**src/source/lsu_params.svh**
```systemverilog
/* width, byte-lane and depth macros of the load/store unit */

`ifndef LSU_PARAMS_SVH
`define LSU_PARAMS_SVH

////////////////////////////////////////////////////////////////////////////
// data path
////////////////////////////////////////////////////////////////////////////

`define LSU_XLEN  32  // address and data width
`define LSU_BE_W  4   // one enable per byte lane
`define LSU_OFS_W 2   // byte offset inside a word

////////////////////////////////////////////////////////////////////////////
// bus side
////////////////////////////////////////////////////////////////////////////

`define LSU_DEPTH 2   // max transactions granted but not yet answered

`endif

```
**src/source/lsu_access_pkg.sv**
```systemverilog
/* access descriptor types: data size, load extension mode, byte offset */

`include "lsu_params.svh"

package lsu_access_pkg;

  // access size as encoded by the decoder
  typedef enum logic [1:0] {
    LSU_SIZE_WORD  = 2'b00,
    LSU_SIZE_HALF  = 2'b01,
    LSU_SIZE_BYTE  = 2'b10,
    LSU_SIZE_BYTE2 = 2'b11  // alias, also a byte access
  } lsu_size_e;

  // how the upper bits of a short load are filled
  typedef enum logic [1:0] {
    LSU_EXT_ZERO = 2'b00,  // lbu / lhu
    LSU_EXT_SIGN = 2'b01,  // lb / lh
    LSU_EXT_ONES = 2'b10   // all-ones fill
  } lsu_ext_e;

  // byte position inside a word, also the register offset of stores
  typedef logic [`LSU_OFS_W-1:0] lsu_ofs_t;

endpackage

```
**src/source/lsu_bus_pkg.sv**
```systemverilog
/* data bus types: word, byte enables, outstanding transaction count */

`include "lsu_params.svh"

package lsu_bus_pkg;

  // address or data word on the bus
  typedef logic [`LSU_XLEN-1:0] lsu_word_t;

  // byte enables, bit n covers bits 8n+7 .. 8n
  typedef logic [`LSU_BE_W-1:0] lsu_be_t;

  // granted requests still waiting for rvalid, 0 .. LSU_DEPTH
  typedef logic [$clog2(`LSU_DEPTH+1)-1:0] lsu_cnt_t;

endpackage

```
**src/source/lsu_request_gen.sv**
```systemverilog
/* address phase of the LSU with effective address, misalignment check,
   byte enables and store data rotation */

`timescale 1ns/1ps

`include "lsu_params.svh"

module lsu_request_gen
  import lsu_access_pkg::*;
  import lsu_bus_pkg::*;
(
  input  lsu_word_t operand_a_i,          // base register
  input  lsu_word_t operand_b_i,          // offset / immediate
  input  logic      addr_useincr_i,       // a + b when set, else a alone
  input  logic      data_req_ex_i,        // EX wants a bus access
  input  logic      data_misaligned_ex_i, // second pass of a split access
  input  lsu_size_e data_type_i,
  input  lsu_ofs_t  data_reg_offset_i,    // byte lane of the store data in rs2
  input  lsu_word_t data_wdata_ex_i,
  output lsu_word_t trans_addr_o,
  output lsu_word_t trans_wdata_o,
  output lsu_be_t   trans_be_o,
  output lsu_ofs_t  addr_ofs_o,           // low address bits for WB alignment
  output logic      data_misaligned_o     // first pass needs a second access
);

  lsu_word_t addr_int;   // effective address before second-pass alignment
  lsu_ofs_t  ofs;        // byte offset of the effective address
  lsu_ofs_t  wdata_ofs;  // lane distance for store data

  ////////////////////////////////////////////////////////////////////////////
  // address
  ////////////////////////////////////////////////////////////////////////////

  assign addr_int = addr_useincr_i ? (operand_a_i + operand_b_i) : operand_a_i;
  assign ofs      = addr_int[`LSU_OFS_W-1:0];
  assign addr_ofs_o = ofs;

  // second pass starts at the next word boundary
  assign trans_addr_o = data_misaligned_ex_i ? {addr_int[`LSU_XLEN-1:`LSU_OFS_W], 2'b00}
                                             : addr_int;

  // words off alignment and halfwords crossing into the next word
  always_comb begin
    data_misaligned_o = 1'b0;
    if (data_req_ex_i && !data_misaligned_ex_i) begin
      case (data_type_i)
        LSU_SIZE_WORD: data_misaligned_o = (ofs != 2'b00);
        LSU_SIZE_HALF: data_misaligned_o = (ofs == 2'b11);
        default:       data_misaligned_o = 1'b0;  // bytes never split
      endcase
    end
  end

  ////////////////////////////////////////////////////////////////////////////
  // byte enables
  ////////////////////////////////////////////////////////////////////////////

  always_comb begin
    case (data_type_i)
      LSU_SIZE_WORD: begin
        if (!data_misaligned_ex_i) begin
          trans_be_o = 4'b1111 << ofs;           // upper lanes from offset on
        end else begin
          trans_be_o = ~(4'b1111 << ofs);        // lanes left over from pass one
        end
      end
      LSU_SIZE_HALF: begin
        if (!data_misaligned_ex_i) begin
          trans_be_o = 4'b0011 << ofs;           // ofs 3 leaves only lane 3
        end else begin
          trans_be_o = 4'b0001;                  // upper byte of a split half
        end
      end
      default: trans_be_o = 4'b0001 << ofs;      // single byte lane
    endcase
  end

  ////////////////////////////////////////////////////////////////////////////
  // store data
  ////////////////////////////////////////////////////////////////////////////

  // move the register byte lane onto the addressed bus lane
  assign wdata_ofs = ofs - data_reg_offset_i;

  always_comb begin
    case (wdata_ofs)
      2'd0: trans_wdata_o = data_wdata_ex_i;
      2'd1: trans_wdata_o = {data_wdata_ex_i[23:0], data_wdata_ex_i[31:24]};
      2'd2: trans_wdata_o = {data_wdata_ex_i[15:0], data_wdata_ex_i[31:16]};
      default: trans_wdata_o = {data_wdata_ex_i[7:0], data_wdata_ex_i[31:8]};
    endcase
  end

endmodule

```
**src/source/lsu_outstanding_ctrl.sv**
```systemverilog
/* outstanding transaction counter, request gating and ready/busy levels */

`timescale 1ns/1ps

`include "lsu_params.svh"

module lsu_outstanding_ctrl
  import lsu_bus_pkg::*;
(
  input  logic clk,
  input  logic rst_n,
  input  logic data_req_ex_i,   // EX holds a load or store
  input  logic data_gnt_i,
  input  logic data_rvalid_i,
  output logic data_req_o,
  output logic lsu_ready_ex_o,  // EX may advance
  output logic lsu_ready_wb_o,  // WB may advance
  output logic busy_o,
  output logic ctrl_update_o    // EX hands its access to WB
);

  lsu_cnt_t cnt_q;     // granted but not yet answered
  lsu_cnt_t cnt_d;
  logic     accept;    // request and grant in the same cycle

  ////////////////////////////////////////////////////////////////////////////
  // request gating
  ////////////////////////////////////////////////////////////////////////////

  // a full counter simply blocks the request
  assign data_req_o = data_req_ex_i && (cnt_q < `LSU_DEPTH);
  assign accept     = data_req_o && data_gnt_i;

  assign busy_o = (cnt_q != '0) || data_req_o;

  // WB is free when empty or when its pending response arrives now
  assign lsu_ready_wb_o = (cnt_q == '0) ? 1'b1 : data_rvalid_i;

  // EX and WB move in lock step once WB holds an access
  always_comb begin
    if (!data_req_ex_i) begin
      lsu_ready_ex_o = 1'b1;
    end else begin
      case (cnt_q)
        2'd0:    lsu_ready_ex_o = accept;
        2'd1:    lsu_ready_ex_o = accept && data_rvalid_i;
        default: lsu_ready_ex_o = data_rvalid_i;  // full until a slot frees
      endcase
    end
  end

  assign ctrl_update_o = lsu_ready_ex_o && data_req_ex_i;

  ////////////////////////////////////////////////////////////////////////////
  // counter
  ////////////////////////////////////////////////////////////////////////////

  always_comb begin
    case ({accept, data_rvalid_i})
      2'b10:   cnt_d = cnt_q + 1'b1;
      2'b01:   cnt_d = cnt_q - 1'b1;
      default: cnt_d = cnt_q;  // none or one in and one out
    endcase
  end

  always_ff @(posedge clk or negedge rst_n) begin
    if (!rst_n) begin
      cnt_q <= '0;
    end else begin
      cnt_q <= cnt_d;
    end
  end

  // the count must stay in range over any run of grants and responses
  a_cnt_in_range: assert property (@(posedge clk) disable iff (!rst_n)
    cnt_q <= `LSU_DEPTH);

  // memory answers only what it was asked
  a_no_spurious_rvalid: assert property (@(posedge clk) disable iff (!rst_n)
    data_rvalid_i |-> (cnt_q != '0));

endmodule

```
**src/source/lsu_load_align.sv**
```systemverilog
/* WB side of the LSU with registered access descriptor, load data alignment,
   extension and assembly of split loads */

`timescale 1ns/1ps

`include "lsu_params.svh"

module lsu_load_align
  import lsu_access_pkg::*;
  import lsu_bus_pkg::*;
(
  input  logic      clk,
  input  logic      rst_n,
  input  logic      ctrl_update_i,        // capture the EX descriptor
  input  logic      data_we_ex_i,
  input  logic      data_rvalid_i,
  input  logic      data_misaligned_ex_i, // second pass in EX
  input  logic      data_misaligned_i,    // first pass of a split in EX
  input  lsu_size_e data_type_i,
  input  lsu_ext_e  data_sign_ext_i,
  input  lsu_ofs_t  addr_ofs_i,
  input  lsu_word_t data_rdata_i,
  output lsu_word_t data_rdata_ex_o
);

  // descriptor of the access that owns the next response
  lsu_size_e type_q;
  lsu_ext_e  ext_q;
  lsu_ofs_t  ofs_q;
  logic      we_q;

  lsu_word_t rdata_q;     // first beat of a split or else the last result
  lsu_word_t word_raw;
  logic [15:0] half_raw;
  logic [7:0]  byte_raw;
  logic      fill_h;      // fill bit above a halfword
  logic      fill_b;      // fill bit above a byte
  lsu_word_t rdata_ext;   // finished result of this beat

  // fill bit from the extension mode and the value's top bit
  function automatic logic fill_bit(input lsu_ext_e mode, input logic msb);
    case (mode)
      LSU_EXT_ZERO: return 1'b0;
      LSU_EXT_ONES: return 1'b1;
      default:      return msb;  // sign
    endcase
  endfunction

  always_ff @(posedge clk or negedge rst_n) begin
    if (!rst_n) begin
      type_q <= LSU_SIZE_WORD;
      ext_q  <= LSU_EXT_ZERO;
      ofs_q  <= '0;
      we_q   <= 1'b0;
    end else if (ctrl_update_i) begin  // granted and now waiting for rvalid
      type_q <= data_type_i;
      ext_q  <= data_sign_ext_i;
      ofs_q  <= addr_ofs_i;
      we_q   <= data_we_ex_i;
    end
  end

  ////////////////////////////////////////////////////////////////////////////
  // lane select
  ////////////////////////////////////////////////////////////////////////////

  // a split word takes its high bytes from this beat and the rest from the first beat
  always_comb begin
    case (ofs_q)
      2'd0: word_raw = data_rdata_i;
      2'd1: word_raw = {data_rdata_i[7:0], rdata_q[31:8]};
      2'd2: word_raw = {data_rdata_i[15:0], rdata_q[31:16]};
      default: word_raw = {data_rdata_i[23:0], rdata_q[31:24]};
    endcase
  end

  always_comb begin
    case (ofs_q)
      2'd0: half_raw = data_rdata_i[15:0];
      2'd1: half_raw = data_rdata_i[23:8];
      2'd2: half_raw = data_rdata_i[31:16];
      default: half_raw = {data_rdata_i[7:0], rdata_q[31:24]};  // crosses words
    endcase
  end

  assign byte_raw = data_rdata_i[{ofs_q, 3'b000} +: 8];

  ////////////////////////////////////////////////////////////////////////////
  // extension
  ////////////////////////////////////////////////////////////////////////////

  assign fill_h = fill_bit(ext_q, half_raw[15]);
  assign fill_b = fill_bit(ext_q, byte_raw[7]);

  always_comb begin
    case (type_q)
      LSU_SIZE_WORD: rdata_ext = word_raw;
      LSU_SIZE_HALF: rdata_ext = {{(`LSU_XLEN-16){fill_h}}, half_raw};
      default:       rdata_ext = {{(`LSU_XLEN-8){fill_b}}, byte_raw};
    endcase
  end

  // raw beat kept while a split load is in flight
  always_ff @(posedge clk) begin
    if (data_rvalid_i && !we_q) begin
      if (data_misaligned_ex_i || data_misaligned_i) begin
        rdata_q <= data_rdata_i;
      end else begin
        rdata_q <= rdata_ext;
      end
    end
  end

  assign data_rdata_ex_o = (data_rvalid_i && !we_q) ? rdata_ext : rdata_q;

endmodule

```
**src/source/lsu_top.sv**
```systemverilog
/* top level of the data-side load/store unit, pipeline and data bus ports */

`timescale 1ns/1ps

module lsu_top
  import lsu_access_pkg::*;
  import lsu_bus_pkg::*;
(
  input  logic      clk,
  input  logic      rst_n,

  // pipeline, EX stage
  input  logic      data_req_ex_i,
  input  logic      data_we_ex_i,
  input  lsu_size_e data_type_ex_i,
  input  lsu_ext_e  data_sign_ext_ex_i,
  input  lsu_word_t data_wdata_ex_i,
  input  lsu_ofs_t  data_reg_offset_ex_i,
  input  lsu_word_t operand_a_ex_i,
  input  lsu_word_t operand_b_ex_i,
  input  logic      addr_useincr_ex_i,
  input  logic      data_misaligned_ex_i,
  output lsu_word_t data_rdata_ex_o,      // load result toward WB
  output logic      data_misaligned_o,    // request a second pass
  output logic      lsu_ready_ex_o,
  output logic      lsu_ready_wb_o,
  output logic      busy_o,

  // data bus
  output logic      data_req_o,
  input  logic      data_gnt_i,
  input  logic      data_rvalid_i,
  output lsu_word_t data_addr_o,
  output logic      data_we_o,
  output lsu_be_t   data_be_o,
  output lsu_word_t data_wdata_o,
  input  lsu_word_t data_rdata_i
);

  lsu_ofs_t addr_ofs;     // low address bits of the EX access
  logic     ctrl_update;  // EX descriptor moves to WB

  assign data_we_o = data_we_ex_i;  // held stable by EX until granted

  lsu_request_gen u_request_gen (
    .operand_a_i          (operand_a_ex_i),
    .operand_b_i          (operand_b_ex_i),
    .addr_useincr_i       (addr_useincr_ex_i),
    .data_req_ex_i        (data_req_ex_i),
    .data_misaligned_ex_i (data_misaligned_ex_i),
    .data_type_i          (data_type_ex_i),
    .data_reg_offset_i    (data_reg_offset_ex_i),
    .data_wdata_ex_i      (data_wdata_ex_i),
    .trans_addr_o         (data_addr_o),
    .trans_wdata_o        (data_wdata_o),
    .trans_be_o           (data_be_o),
    .addr_ofs_o           (addr_ofs),
    .data_misaligned_o    (data_misaligned_o)
  );

  lsu_outstanding_ctrl u_outstanding_ctrl (
    .clk            (clk),
    .rst_n          (rst_n),
    .data_req_ex_i  (data_req_ex_i),
    .data_gnt_i     (data_gnt_i),
    .data_rvalid_i  (data_rvalid_i),
    .data_req_o     (data_req_o),
    .lsu_ready_ex_o (lsu_ready_ex_o),
    .lsu_ready_wb_o (lsu_ready_wb_o),
    .busy_o         (busy_o),
    .ctrl_update_o  (ctrl_update)
  );

  lsu_load_align u_load_align (
    .clk                  (clk),
    .rst_n                (rst_n),
    .ctrl_update_i        (ctrl_update),
    .data_we_ex_i         (data_we_ex_i),
    .data_rvalid_i        (data_rvalid_i),
    .data_misaligned_ex_i (data_misaligned_ex_i),
    .data_misaligned_i    (data_misaligned_o),
    .data_type_i          (data_type_ex_i),
    .data_sign_ext_i      (data_sign_ext_ex_i),
    .addr_ofs_i           (addr_ofs),
    .data_rdata_i         (data_rdata_i),
    .data_rdata_ex_o      (data_rdata_ex_o)
  );

  // address phase comes from two modules and the pipeline, all must be defined
  a_addr_phase_known: assert property (@(posedge clk) disable iff (!rst_n)
    data_req_o |-> !$isunknown({data_addr_o, data_we_o, data_be_o}));

endmodule

```
**config.mk**
```make
export PLATFORM = sky130hd
export DESIGN_NAME = lsu_top
export DESIGN_NICKNAME = d
export VERILOG_FILES = /design/src/source/lsu_access_pkg.sv /design/src/source/lsu_bus_pkg.sv /design/src/source/lsu_request_gen.sv /design/src/source/lsu_outstanding_ctrl.sv /design/src/source/lsu_load_align.sv /design/src/source/lsu_top.sv
export VERILOG_INCLUDE_DIRS = /design/src /design/src/source
export SDC_FILE = /design/constraint.sdc
export NUM_CORES = 1
export LEC_CHECK = 0
export BUFFER_PORTS_ARGS = -buffer_cell sky130_fd_sc_hd__clkbuf_2
export CAP_MARGIN = 10
export CELL_PAD_IN_SITES_DETAIL_PLACEMENT = 0
export CELL_PAD_IN_SITES_GLOBAL_PLACEMENT = 1
export CORE_MARGIN = 1.5
export CORE_UTILIZATION = 39
export CTS_BUF_LIST = sky130_fd_sc_hd__clkbuf_8 sky130_fd_sc_hd__clkbuf_16
export DETAILED_ROUTE_END_ITERATION = 8
export PLACE_DENSITY = 0.9
export SLEW_MARGIN = 0
export SYNTH_ARGS = -nofsm -noshare
export SYNTH_HDL_FRONTEND = slang
export SYNTH_SLANG_ARGS = --single-unit
```
**constraint.sdc**
```tcl
create_clock -name clk -period 9.76 [get_ports clk]
set_input_delay 1.952 -clock clk [delete_from_list [all_inputs] [get_ports clk]]
set_output_delay 1.952 -clock clk [all_outputs]
set_load 0.02 [all_outputs]
```
---- Word-level counts from Yosys, hierarchy flattened ----
Index checks and enable logic that the tools add are counted.
cells by class
  add/sub/neg operators ................... 4
  multipliers ............................. 0
  divide/modulo/power cells ............... 0
  order comparisons ....................... 1
  equal/unequal tests ..................... 11
  shifts and indexed selects .............. 4
  mux-type cells .......................... 19
  bitwise operators ....................... 1
  reduce and logical (&&, ||, !) cells .... 19
operator list
  kind                                                                    number
  32-bit one-hot mux with 3 select lines                                  2
  32-bit two-way mux                                                      3
  32-bit one-hot mux with 2 select lines                                  1
  16-bit one-hot mux with 3 select lines                                  1
  32-bit adder                                                            1
  32-bit by 6-bit variable part select with 8-bit output                  1
  2-bit by 1-bit equality test with 1-bit output (second input constant)  6
  2-bit zero test                                                         6
  2-bit equality test (second input constant)                             5
  4-bit two-way mux                                                       2
  1-bit one-hot mux with 2 select lines                                   4
  4-bit one-hot mux with 2 select lines                                   1
  1-bit logical AND                                                       6
  2-bit nonzero test                                                      3
  4-bit NOT                                                               1
  2-bit one-hot mux with 2 select lines                                   1
  1-bit by 2-bit left shift with 4-bit output (first input constant)      1
  2-bit by 2-bit left shift with 4-bit output (first input constant)      1
  4-bit by 2-bit left shift with 4-bit output (first input constant)      1
  1-bit two-way mux                                                       3
  2-bit by 1-bit adder with 2-bit output (second input constant)          1
  1-bit zero test                                                         2
  1-bit logical OR                                                        2
  2-bit less-than comparator (second input constant)                      1
  other kinds (3)                                                         3
word-level totals
  flip-flop bits (word level) ............. 41
  latch bits .............................. 0
  bits in writable memories ............... 0
  memory bits (read-only) ................. 0
  input port bits ......................... 142
  output and inout bits ................... 106
  memories ................................ 0

---- Depth between registers and ports, before layout ----
Gate-level depths: netlist of run 1.
  word-level depth ........................ 7
  depth in mapped cells ................... 13

---- Modules after synthesis ----
From an unflattened synthesis of run 1, not the netlist that was laid out.
unflattened totals
  cell total of the unflattened synthesis .. 893
  area total of the unflattened synthesis .. 7084.3 µm²
modules (own cells, without submodules)
  module                instances  cells each  area an instance (µm²)
  lsu_load_align        1          472         3867.5
  lsu_request_gen       1          397         3010.4
  lsu_outstanding_ctrl  1          23          198.9
  lsu_top               1          1           7.5

---- Worst setup path before layout of run 1 ----
OpenSTA, ideal clock, no wires.
  kind .................................... input -> output
  start point ............................. in addr_useincr_ex_i
  end point ............................... out data_wdata_o[13]
  arrival ................................. 4640 ps
  path slack .............................. 3168 ps
  stages on the path ...................... 9
  buffers on the path ..................... 3
  cell sequence ........................... buf_2 -> clkbuf_1 -> mux2i_1 -> ha_1 -> xnor2_1 -> xnor2_1 -> buf_2 -> mux2i_1 -> mux2i_1
between the ends
  longest elaborated chain between the ends .. 4
  elaborated cells on any way between the ends .. 6
ends and longest elaborated chain
  item                                         RTL line               RTL
  start: declaration                           lsu_top.sv:21          input logic addr_useincr_ex_i,
  32-bit two-way mux (*)                       lsu_request_gen.sv:35  assign addr_int = addr_useincr_i ? (operand_a_i + operand_b_i) : operand_a_i;
  2-bit subtractor (*)                         lsu_request_gen.sv:84  assign wdata_ofs = ofs - data_reg_offset_i;
  2-bit equality test (tied with other cells)  lsu_request_gen.sv:87  case (wdata_ofs)
  32-bit one-hot mux with 3 select lines (*)   lsu_request_gen.sv:87
  end: declaration                             lsu_top.sv:36          output lsu_word_t data_wdata_o,
Every way passes the cells marked *; elsewhere a longest branch is shown, timed or not.

---- Worst setup path after layout of run 1 ----
  start point ............................. in addr_useincr_ex_i
  end point ............................... out data_wdata_o[26]
Same word-level chain as after synthesis.

==> summary.md, run 1 <==
### Run status
* outcome: finished clean

### Synth
* post-synthesis sequential area ratio: 18.1%
* syn_nets: 1017
* YS warnings: 0
* number of flip-flops and latches in the synthesized netlist: 41
* post-synthesis instance total: 830
* Cell Area, Synth: 0.00655 mm^2
* number of distinct library cells after synthesis: 60
* number of enable-type register cells in the synthesized netlist: 32
* per-instance average area after synthesis: 7.89 um^2
* async set-reset flop share out of synthesis: 22.0%
* Synth Flop Type: edfxtp_1

### Finish
* area used by multi-input combinational logic: 0.00505 mm^2
* area of all placed cells without fillers: 0.00807 mm^2
* final net count: 1214
* final-layout fill cell count: 1686
* Area Overhead vs Synth: 23.2%
* flip-flop and latch area: 0.00119 mm^2
* final core utilization: 48.8%
* fraction of layout cells with a size suffix above 1: 31.7%

### Global routing
* vias in the first global route: 6651
* first-pass GRT wire length: 32800 um
* maximum number of pins on one net before global-route repair: 74
* global-route usage over all layers: 22.4%
* antenna violations before repair: 2
* sum of overflow across all layers after global routing: 0

### Min path
* Worst Hold End: u_load_align.we_q
* number of cells traversed by the worst hold path: 1
* Hold Path Origin: u_load_align.we_q
* Hold Path Class: reg -> reg

### Drt
* average detailed-routed wire length per instance: 16.0 um
* total vias in the final route: 6981
* final wirelength: 20100 um
* remaining design rule violation count: 0
* count of TritonRoute iterations in the first routing pass: 7
* Iteration-0 DRC Markers: 430
* routed via count divided by cell count: 5.58
* number of nets still failing antenna checks after routing: 0

### Pwr
* Switch Pwr: 0.986 mW
* Int Power: 0.909 mW
* IR drop worst, VDD: 0.139 mV
* power per cell area: 235 mW/mm^2
* fraction of power spent switching nets: 52.0%
* part of the power in the clock network: 10.6%
* sequential cell fraction of total power: 17.7%
* Leakage Power: 3.89 nW
* combinational share of power: 71.8%

### STA
* Max Freq: 140 MHz
* Worst Max-Slew Pin Slew: 1.17 ns
* number of pins with negative max-slew slack in the final report: 0
* final critical-path share of the clock period: 73.2%
* Finish-stage setup viols: 0
* worst setup slack after layout: 2.62 ns
* unrepaired setup endpoints after global routing: no
* worst hold slack: 0.507 ns
* skew final: 0.00366 ns
* Tmin final: 7.14 ns
* max-slew headroom at the worst pin: 21.9%
* endpoints failing hold: 0
* sum of negative setup slack: 0 ns

### Floorplanning
* Die Y: 133 um
* initial cell density of the core: 39.6%
* die width: 133 um
* total number of placement rows: 47
* Die Outline Area: 0.0176 mm^2
* core region area: 0.0165 mm^2
* # IOs: 248

### Clock network
* library cell used as clock root buffer: clkbuf_16
* Inserted Clock Buffers: 5
* number of setup buffers added after CTS: 0
* H-Tree Level Count: 2
* TritonCTS sink count: 41
* number of buffers on the longest clock path: 2
* hold buffer count at cts: 0
* clock insertion delay at the later pin of the skew report: 0.29 ns
* clock edge transition at the registers on the reported setup and hold paths: 0.06 ns
* CTS tree: done
* post-CTS sizing: 0

### Worst setup path
* CP Class: in -> out
* startpoint of the most critical register-to-register path: u_load_align.ofs_q[1]
* type of destination of the critical path: output pin
* Worst Reg2Reg Path Length in Cells: 8
* setup slack on the worst flop-to-flop path: 6.43 ns
* required time of the critical path: 7.81 ns
* Crit Path Max Fanout: 34
* Worst Setup Start Kind: input pin
* worst flop-to-flop path endpoint: u_load_align.rdata_q[27]
* arrival time of the worst setup path: 5.19 ns

### Place
* pre-CTS worst setup slack: 2.56 ns
* placement-stage cell area: 0.00788 mm^2
* number of port buffers: 247
* final RePlAce weighted congestion: 0.871
* post-detail-place hpwl: 15400 um

### Job
* number of maximum-capacitance violations: 0

[cell usage in the layout (no fill, tap or decap), drive strengths merged, types with 3 or more instances in the layout]
master	count
clkbuf	254
a21oi	104
nor2	81
mux2i	73
o21ai	71
nand2	68
ha	44
mux2	33
edfxtp	32
a21o	30
nor2b	23
inv	22
xnor2	22
a211oi	17
o211ai	15
mux4	12
xor2	12
a31oi	10
a211o	10
dfrtp	9
nand2b	8
buf	7
nand4	6
nand3b	5
nor3	5
nand3	5
and3	5
o22ai	4
o221ai	4
and2	4
o22a	3
nor3b	3
[worst max-delay path by stage]
stage / from / end / slack [ns] / cells past startpoint
5_1_grt: addr_useincr_ex_i / data_wdata_o[26] / 2.24 / 8
4_1_cts: addr_useincr_ex_i / data_wdata_o[26] / 2.55 / 8
6_report: addr_useincr_ex_i / data_wdata_o[26] / 2.62 / 8
2_1_floorplan: addr_useincr_ex_i / data_wdata_o[13] / 3.17 / 9
3_5_place_dp: addr_useincr_ex_i / data_wdata_o[26] / 2.56 / 8
3_3_place_gp: addr_useincr_ex_i / data_wdata_o[0] / 2.67 / 8
[power groups by stage]
stage / combinational (mW) / clock (mW) / sequential, mW
floorplan: 1.03 / 0 / 0.297
global placement: 1.35 / 0 / 0.334
detailed placement: 1.36 / 0 / 0.336
CTS: 1.37 / 0.203 / 0.334
global route: 1.49 / 0.210 / 0.343
finish: 1.36 / 0.200 / 0.335
[worst max-delay path: stages]
cell and delay, ns:
clkbuf_2 0.62, mux2i_1 0.53, ha_1 0.26, xnor2_1 0.23, xor2_2 0.92, mux2i_1 0.26
mux2i_1 0.22, clkbuf_2 0.20
[cells by family (layout without fill, tap and decap cells)]
group           after synthesis  in the layout  share of synthesized area, %
compound gates              287            287                          27.1
simple gates                219            219                          15.3
mux                         118            118                          21.0
buf+inv                      86            284                          5.21
fa+ha+maj                    45             45                          8.71
flops                        41             41                          18.1
xor+xnor                     34             34                          4.55
other cells                   0              2                             0
[sequential cells by signal, summed over array words and instances (netlist names)]
register	cells
u_load_align.ext_q	2
u_load_align.ofs_q	2
u_load_align.rdata_q	32
u_load_align.type_q	2
u_load_align.we_q	1
u_outstanding_ctrl.cnt_q	2
[layout make-up]
cell class	count	area share, %
tap	220	3.41
clock buffer	7	2.17
antenna	2	0.0620
sequential	41	14.7
timing repair buffer	254	16.0
clock inverter	1	0.0620
multi-input combinational	703	62.6
inverter	22	1.02
[cells in the mapped netlist, types with 3 or more instances]
cell	instances	area, um^2
a211o_1	10	87.6
a211oi_1	14	105
a211oi_2	3	37.5
a21o_1	30	225
a21oi_1	101	505
a21oi_2	3	26.3
a31oi_1	10	62.6
and2_1	4	25.0
and3_1	4	25.0
buf_1	5	18.8
buf_2	9	45.0
clkbuf_1	48	180
dfrtp_1	9	225
edfxtp_1	32	961
ha_1	44	551
inv_1	22	82.6
mux2_2	32	360
mux2i_1	73	731
mux4_2	12	270
nand2_1	68	255
nand2b_1	8	50.1
nand3_1	5	25.0
nand3b_1	5	37.5
nand4_1	6	37.5
nor2_1	81	304
nor2b_1	23	144
nor3_1	5	25.0
nor3b_1	3	22.5
o211ai_1	13	97.6
o21ai_0	66	330
o21ai_1	5	25.0
o221ai_1	4	35.0
o22a_1	3	26.3
o22ai_1	4	25.0
xnor2_1	22	193
xor2_1	12	105
[routing by layer]
metal,wire [um],GRT usage [%]
met5,0,0
met4,393,5.86
met3,1220,2.95
met2,9940,40.3
met1,8500,28.3
[through the flow]
step	total power, mW	std cells
2_1_floorplan	1.33	830
3_3_place_gp	1.69	1240
3_5_place_dp	1.70	1240
4_1_cts	1.90	1248
5_1_grt	2.05	1250
6_report	1.90	1250
Note: power is estimated with default switching activity, not from simulation.
==> inputs of run 2 (changes only) <==
ABC_AREA = 1   (was unset)
CORE_UTILIZATION = 35   (was 39)
PLACE_DENSITY = 0.85   (was 0.9)
clock period = 7 ns   (was 9.76 ns; I/O delays follow)
==> run 2 against run 1 <==
Area after synthesis rose by 19%. Synthesized cell count rose by 68%. Final cell count rose by 50%. First-iteration DRC count rose by 54%. Wire length rose by 42%. Sequential power rose by 36%. Largest power group unchanged. Clock skew rose by 0.0012 ns. Count of clock-buffer cells in the layout fell by 2. Total power rose by 49%. Non-clock buffer count fell by 4. Clock power rose by 57%.
==> summary.md, run 2 <==
### Floorplanning
* # IOs: 248
* core region area: 0.0218 mm^2
* Die Outline Area: 0.0231 mm^2
* die width: 152 um
* total number of placement rows: 54
* initial cell density of the core: 35.7%
* Die Y: 152 um

### Place
* number of port buffers: 247
* post-detail-place hpwl: 22200 um
* final RePlAce weighted congestion: 0.922

### Finish
* fraction of layout cells with a size suffix above 1: 19.3%
* most common library cell in the layout ignoring fill and taps: nand2_1
* Area Overhead vs Synth: 19.1%
* ant diodes: 0
* Largest register FFs: 32
* final core utilization: 42.5%
* most used cells in the layout excluding fill and tap cells: nand2_1, clkbuf_2, inv_1
* final-layout fill cell count: 2443
* register bank with the most flops: u_load_align.rdata_q
* final net count: 1784

### Synth
* area fraction in compound gates after synthesis: 17.1%
* simple-gate share of the synthesized area: 43.9%
* post-synthesis sequential area ratio: 15.2%
* Synth Flop Type: edfxtp_1
* share of the synthesized area in the top cell type: 28.5%
* async set-reset flop share out of synthesis: 22.0%
* post-synthesis instance total: 1397
* proportion of synthesized area in mux cells: 0.289%
* share of synthesized cell area in full adder, half adder and majority cells: 7.33%
* number of distinct library cells after synthesis: 48
* syn_nets: 1584
* top cells by instance count after synthesis: nand2_1, inv_1, nand3_1
* cell type contributing the most total cell area after synthesis: nand2_1
* combinational family with the most area after synthesis: simple AND/OR/NAND/NOR gates
* number of enable-type register cells in the synthesized netlist: 32
* most used standard cell by instance count after synthesis: nand2_1
* per-instance average area after synthesis: 5.57 um^2
* YS warnings: 0
* number of flip-flops and latches in the synthesized netlist: 41
* area share of xor/xnor cells in the synthesized design: 2.03%
* Cell Area, Synth: 0.00778 mm^2
* biggest area contributors in the synthesized netlist: nand2_1, edfxtp_1, inv_1, ha_1, nand3_1

### Drt
* remaining design rule violation count: 0
* Iteration-0 DRC Markers: 662
* number of nets still failing antenna checks after routing: 0
* routed via count divided by cell count: 5.10
* total vias in the final route: 9581
* met3 wirelength from detailed routing: 2120 um
* uppermost layer routed: met4
* routed wire length on met2: 13700 um
* average detailed-routed wire length per instance: 15.1 um
* count of TritonRoute iterations in the first routing pass: 7
* final wirelength: 28400 um
* M1 WL: 12100 um

### Clock network
* Inserted Clock Buffers: 5
* number of setup buffers added after CTS: 0
* number of buffers on the longest clock path: 2
* post-CTS sizing: 0
* library cell used as clock root buffer: clkbuf_16
* TritonCTS sink count: 41
* clock edge transition at the registers on the reported setup and hold paths: 0.07 ns
* hold buffer count at cts: 0
* clock insertion delay at the later pin of the skew report: 0.29 ns
* H-Tree Level Count: 2
* CTS tree: done

### Worst setup path
* Slowest cell on crit path: o21ai_0
* launch point of the critical path: addr_useincr_ex_i
* Worst Setup Start Kind: input pin
* Critical path destination: data_wdata_o[25]
* setup slack on the worst flop-to-flop path: 4.09 ns
* arrival time of the worst setup path: 3.99 ns
* number of cells on the critical path: 12
* Crit Path Max Fanout: 25
* CP Class: in -> out
* cell-by-cell listing of the critical path: clkbuf_2, o21ai_0, inv_1, ha_1, xnor2_1, nand2b_1, nand2_2, nand2_2, inv_2, nand2_1, o2111ai_1, clkbuf_2
* Top Family by Delay on Critical Path: buffers and inverters
* total buffers and inverters traversed by the critical path: 4
* worst flop-to-flop path endpoint: u_load_align.rdata_q[20]
* type of destination of the critical path: output pin
* startpoint of the most critical register-to-register path: u_load_align.type_q[1]
* required time of the critical path: 5.60 ns
* Worst Reg2Reg Path Length in Cells: 5
* delay contributed by the slowest stage of the critical path: 0.48 ns

### STA
* endpoints failing hold: 0
* max-slew headroom at the worst pin: 26.7%
* skew final: 0.00484 ns
* Tmin final: 5.39 ns
* number of pins with negative max-slew slack in the final report: 0
* Max Freq: 186 MHz
* Finish-stage setup viols: 0
* final critical-path share of the clock period: 77.0%
* sum of negative setup slack: 0 ns
* Worst Max-Slew Pin Slew: 1.10 ns
* unrepaired setup endpoints after global routing: no

### Run status
* outcome: finished clean

### Global routing
* antenna violations before repair: 0
* vias in the first global route: 8922
* global-route usage over all layers: 23.7%
* sum of overflow across all layers after global routing: 0
* maximum number of pins on one net before global-route repair: 66
* first-pass GRT wire length: 45500 um

### Job
* number of maximum-capacitance violations: 0

### Pwr
* Leakage Power: 5.30 nW
* power per cell area: 305 mW/mm^2
* IR drop worst, VDD: 0.149 mV

### Min path
* Hold Path Class: reg -> reg

## run 2: area by class of cell
class | instances | area, um^2 | share of cell area [%]
clock buffers | 5 | 125 | 1.35
multi-input cells | 1093 | 5500 | 59.4
repair buffers | 250 | 1260 | 13.6
flip-flops and latches | 41 | 1190 | 12.8
well taps | 280 | 350 | 3.78
inverters | 206 | 781 | 8.42
clock inverters | 3 | 65.1 | 0.702
## run 2: routing by layer
metal / up-vias / track usage (%)
met5: - / 0
met4: 0 / 5.22
met3: 40 / 5.06
met2: 365 / 41.2
met1: 4269 / 30.1
li1: 4907 / -
## run 2: power breakdown
group          switching [mW]  internal (mW)
clock                   0.110          0.204
combinational            1.41          0.653
sequential             0.0828          0.374
total                    1.60           1.23
## run 2: worst min-delay path by stage
| stage | slack (ns) | to | cells past startpoint | from |
|---|---|---|---|---|
| 3_3_place_gp | 0.50 | u_load_align.ext_q[1] | 2 | u_load_align.ext_q[1] |
| 4_1_cts | 0.51 | u_outstanding_ctrl.cnt_q[0] | 1 | u_outstanding_ctrl.cnt_q[0] |
| 5_1_grt | 0.53 | u_outstanding_ctrl.cnt_q[0] | 1 | u_outstanding_ctrl.cnt_q[0] |
| 3_5_place_dp | 0.50 | u_outstanding_ctrl.cnt_q[0] | 1 | u_outstanding_ctrl.cnt_q[0] |
| 6_report | 0.50 | u_outstanding_ctrl.cnt_q[0] | 1 | u_outstanding_ctrl.cnt_q[0] |
| 2_1_floorplan | 0.47 | u_outstanding_ctrl.cnt_q[0] | 1 | u_outstanding_ctrl.cnt_q[0] |
## run 2: cells by family (layout without fill, tap and decap cells)
logic type,count (synthesis),after routing
xor+xnor,18,18
simple gates,806,806
compound gates,222,222
flops,41,41
fa+ha+maj,45,45
buf+inv,263,464
mux,2,2
## run 2: through the flow
step / std cells / instance area [um^2] / hold WS [ns] / setup WS, ns / total power, mW
floorplan: 1397 / 7780 / 0.473 / 2.27 / 1.97
global placement: 1870 / 9080 / 0.498 / 1.63 / 2.49
detailed placement: 1870 / 9080 / 0.499 / 1.56 / 2.51
CTS: 1878 / 9270 / 0.512 / 1.56 / 2.83
global route: 1878 / 9270 / 0.531 / 1.24 / 3.08
finish: 1878 / 9270 / 0.502 / 1.61 / 2.83
## run 2: worst reg2reg max path, delay by kind of cell (launching register included)
family / cells / cell delay [ns]
and+or+nand+nor: 4 / 1.99
DFF: 1 / 0.69
AOI/OAI and AO/OA: 1 / 0.10
==> inputs of run 3 (changes only) <==
CORE_UTILIZATION = 31   (was 35)
PLACE_DENSITY = 0.8   (was 0.85)
clock period = 4.4 ns   (was 7 ns; I/O delays follow)
==> run 3 against run 2 <==
Sequential share of layout area fell by 0.13 points. Largest power group unchanged. Cell area rose by 1.0%. Critical path type unchanged. Combinational power rose by 60%. Non-clock buffer count rose by 9. Register-to-register slack got worse by 2.2 ns.
==> summary.md, run 3 (synthesis results as in run 2) <==
### Pwr
* Int Power: 1.92 mW
* IR drop worst, VDD: 0.244 mV
* power per cell area: 476 mW/mm^2
* Leakage Power: 5.33 nW
* sequential cell fraction of total power: 16.1%
* combinational share of power: 74.1%
* part of the power in the clock network: 9.8%
* Switch Pwr: 2.53 mW
* PnR Total Power: 4.45 mW
* fraction of power spent switching nets: 56.8%

### Place
* final RePlAce weighted congestion: 0.921
* number of port buffers: 247
* pre-CTS worst setup slack: 0.259 ns
* post-detail-place hpwl: 23300 um

### Min path
* Hold Path Class: in -> async

### Drt
* total vias in the final route: 9642
* count of TritonRoute iterations in the first routing pass: 5
* average detailed-routed wire length per instance: 15.0 um
* remaining design rule violation count: 0
* Iteration-0 DRC Markers: 756
* number of nets still failing antenna checks after routing: 0
* routed via count divided by cell count: 4.99
* final wirelength: 29000 um

### Floorplanning
* Die Outline Area: 0.0261 mm^2
* initial cell density of the core: 31.8%
* die width: 161 um
* Die Y: 161 um
* core region area: 0.0245 mm^2
* total number of placement rows: 57
* # IOs: 248

### Global routing
* sum of overflow across all layers after global routing: 0
* first-pass GRT wire length: 45900 um
* antenna violations before repair: 0
* vias in the first global route: 9022
* maximum number of pins on one net before global-route repair: 66
* global-route usage over all layers: 21.7%

### Worst setup path
* type of destination of the critical path: output pin
* setup slack on the worst flop-to-flop path: 1.89 ns
* startpoint of the most critical register-to-register path: u_load_align.ofs_q[1]
* launch point of the critical path: operand_a_ex_i[0]
* CP Class: in -> out
* worst flop-to-flop path endpoint: u_load_align.rdata_q[8]
* required time of the critical path: 3.52 ns
* Worst Reg2Reg Path Length in Cells: 11
* Crit Path Max Fanout: 25
* Critical path destination: data_wdata_o[17]
* arrival time of the worst setup path: 3.23 ns
* Worst Setup Start Kind: input pin

### Clock network
* number of setup buffers added after CTS: 0
* clock insertion delay at the later pin of the skew report: 0.30 ns
* hold buffer count at cts: 0
* CTS tree: done
* library cell used as clock root buffer: clkbuf_16
* H-Tree Level Count: 2
* Inserted Clock Buffers: 5
* TritonCTS sink count: 41
* number of buffers on the longest clock path: 2
* clock edge transition at the registers on the reported setup and hold paths: 0.07 ns
* post-CTS sizing: 0

### STA
* Tmin final: 4.11 ns
* skew final: 0.00949 ns
* worst hold slack: 0.427 ns
* max-slew headroom at the worst pin: 50.6%
* Finish-stage setup viols: 0
* sum of negative setup slack: 0 ns
* Max Freq: 243 MHz
* worst setup slack after layout: 0.286 ns
* final critical-path share of the clock period: 93.5%
* unrepaired setup endpoints after global routing: no
* endpoints failing hold: 0
* Worst Max-Slew Pin Slew: 0.741 ns
* number of pins with negative max-slew slack in the final report: 0

### Finish
* final-layout fill cell count: 2789
* fraction of layout cells with a size suffix above 1: 19.7%
* most common library cell in the layout ignoring fill and taps: nand2_1
* Area Overhead vs Synth: 20.3%
* most used cells in the layout excluding fill and tap cells: nand2_1, clkbuf_2, inv_1
* register bank with the most flops: u_load_align.rdata_q
* ant diodes: 0
* final net count: 1793
* flip-flop and latch area: 0.00119 mm^2
* Largest register FFs: 32
* area used by multi-input combinational logic: 0.00550 mm^2

### Job
* number of maximum-capacitance violations: 0

### Run status
* outcome: finished clean

run 3: area by class of cell:
class / count / share of cell area (%)
Clock buffer: 5 / 1.34
Sequential cell: 41 / 12.7
Timing Repair Buffer: 259 / 14.2
Inverter: 206 / 8.34
Multi-Input combinational cell: 1093 / 58.8
Clock inverter: 3 / 0.414
Tap cell: 324 / 4.33
run 3: per-layer routing:
metal	vias to the layer above	share of wire [%]	global-route usage, %
li1	4943	-	-
met1	4346	44	27.5
met2	317	49	39.1
met3	36	6.3	3.42
met4	0	1.3	3.41
met5	-	0	0
run 3: worst max-delay path: stages:
cell,delay [ns]
clkbuf_2,0.10
ha_1,0.27
nand2_1,0.04
o21ai_0,0.23
inv_1,0.13
ha_1,0.22
xnor2_1,0.13
nand2b_1,0.15
nand2_2,0.13
nand2_2,0.15
inv_2,0.35
nand2_1,0.09
o2111ai_1,0.12
clkbuf_2,0.22
run 3: how the worst min path moves through the flow:
stage / start / end / slack (ns) / depth (start not counted)
finish: rst_n / u_outstanding_ctrl.cnt_q[1] / 0.43 / 1
global route: rst_n / u_outstanding_ctrl.cnt_q[1] / 0.44 / 1
CTS: rst_n / u_outstanding_ctrl.cnt_q[1] / 0.43 / 1
detailed placement: u_outstanding_ctrl.cnt_q[0] / u_outstanding_ctrl.cnt_q[0] / 0.49 / 1
global placement: u_outstanding_ctrl.cnt_q[0] / u_outstanding_ctrl.cnt_q[0] / 0.49 / 1
floorplan: u_outstanding_ctrl.cnt_q[0] / u_outstanding_ctrl.cnt_q[0] / 0.47 / 1
run 3: power by group through the flow:
stage / Sequential, mW / Clock (mW) / Combinational, mW
CTS: 0.718 / 0.442 / 3.30
global placement: 0.722 / 0 / 3.27
global route: 0.736 / 0.461 / 3.68
finish: 0.718 / 0.437 / 3.30
floorplan: 0.660 / 0 / 2.47
detailed placement: 0.727 / 0 / 3.29
run 3: per-stage QoR:
stage / util (%) / std cells / area, um^2
6_report: 38.3 / 1931 / 9370
5_1_grt: 38.3 / 1931 / 9370
4_1_cts: 38.3 / 1931 / 9370
3_5_place_dp: 37.6 / 1923 / 9200
3_3_place_gp: 37.6 / 1923 / 9200
2_1_floorplan: - / 1397 / 7780
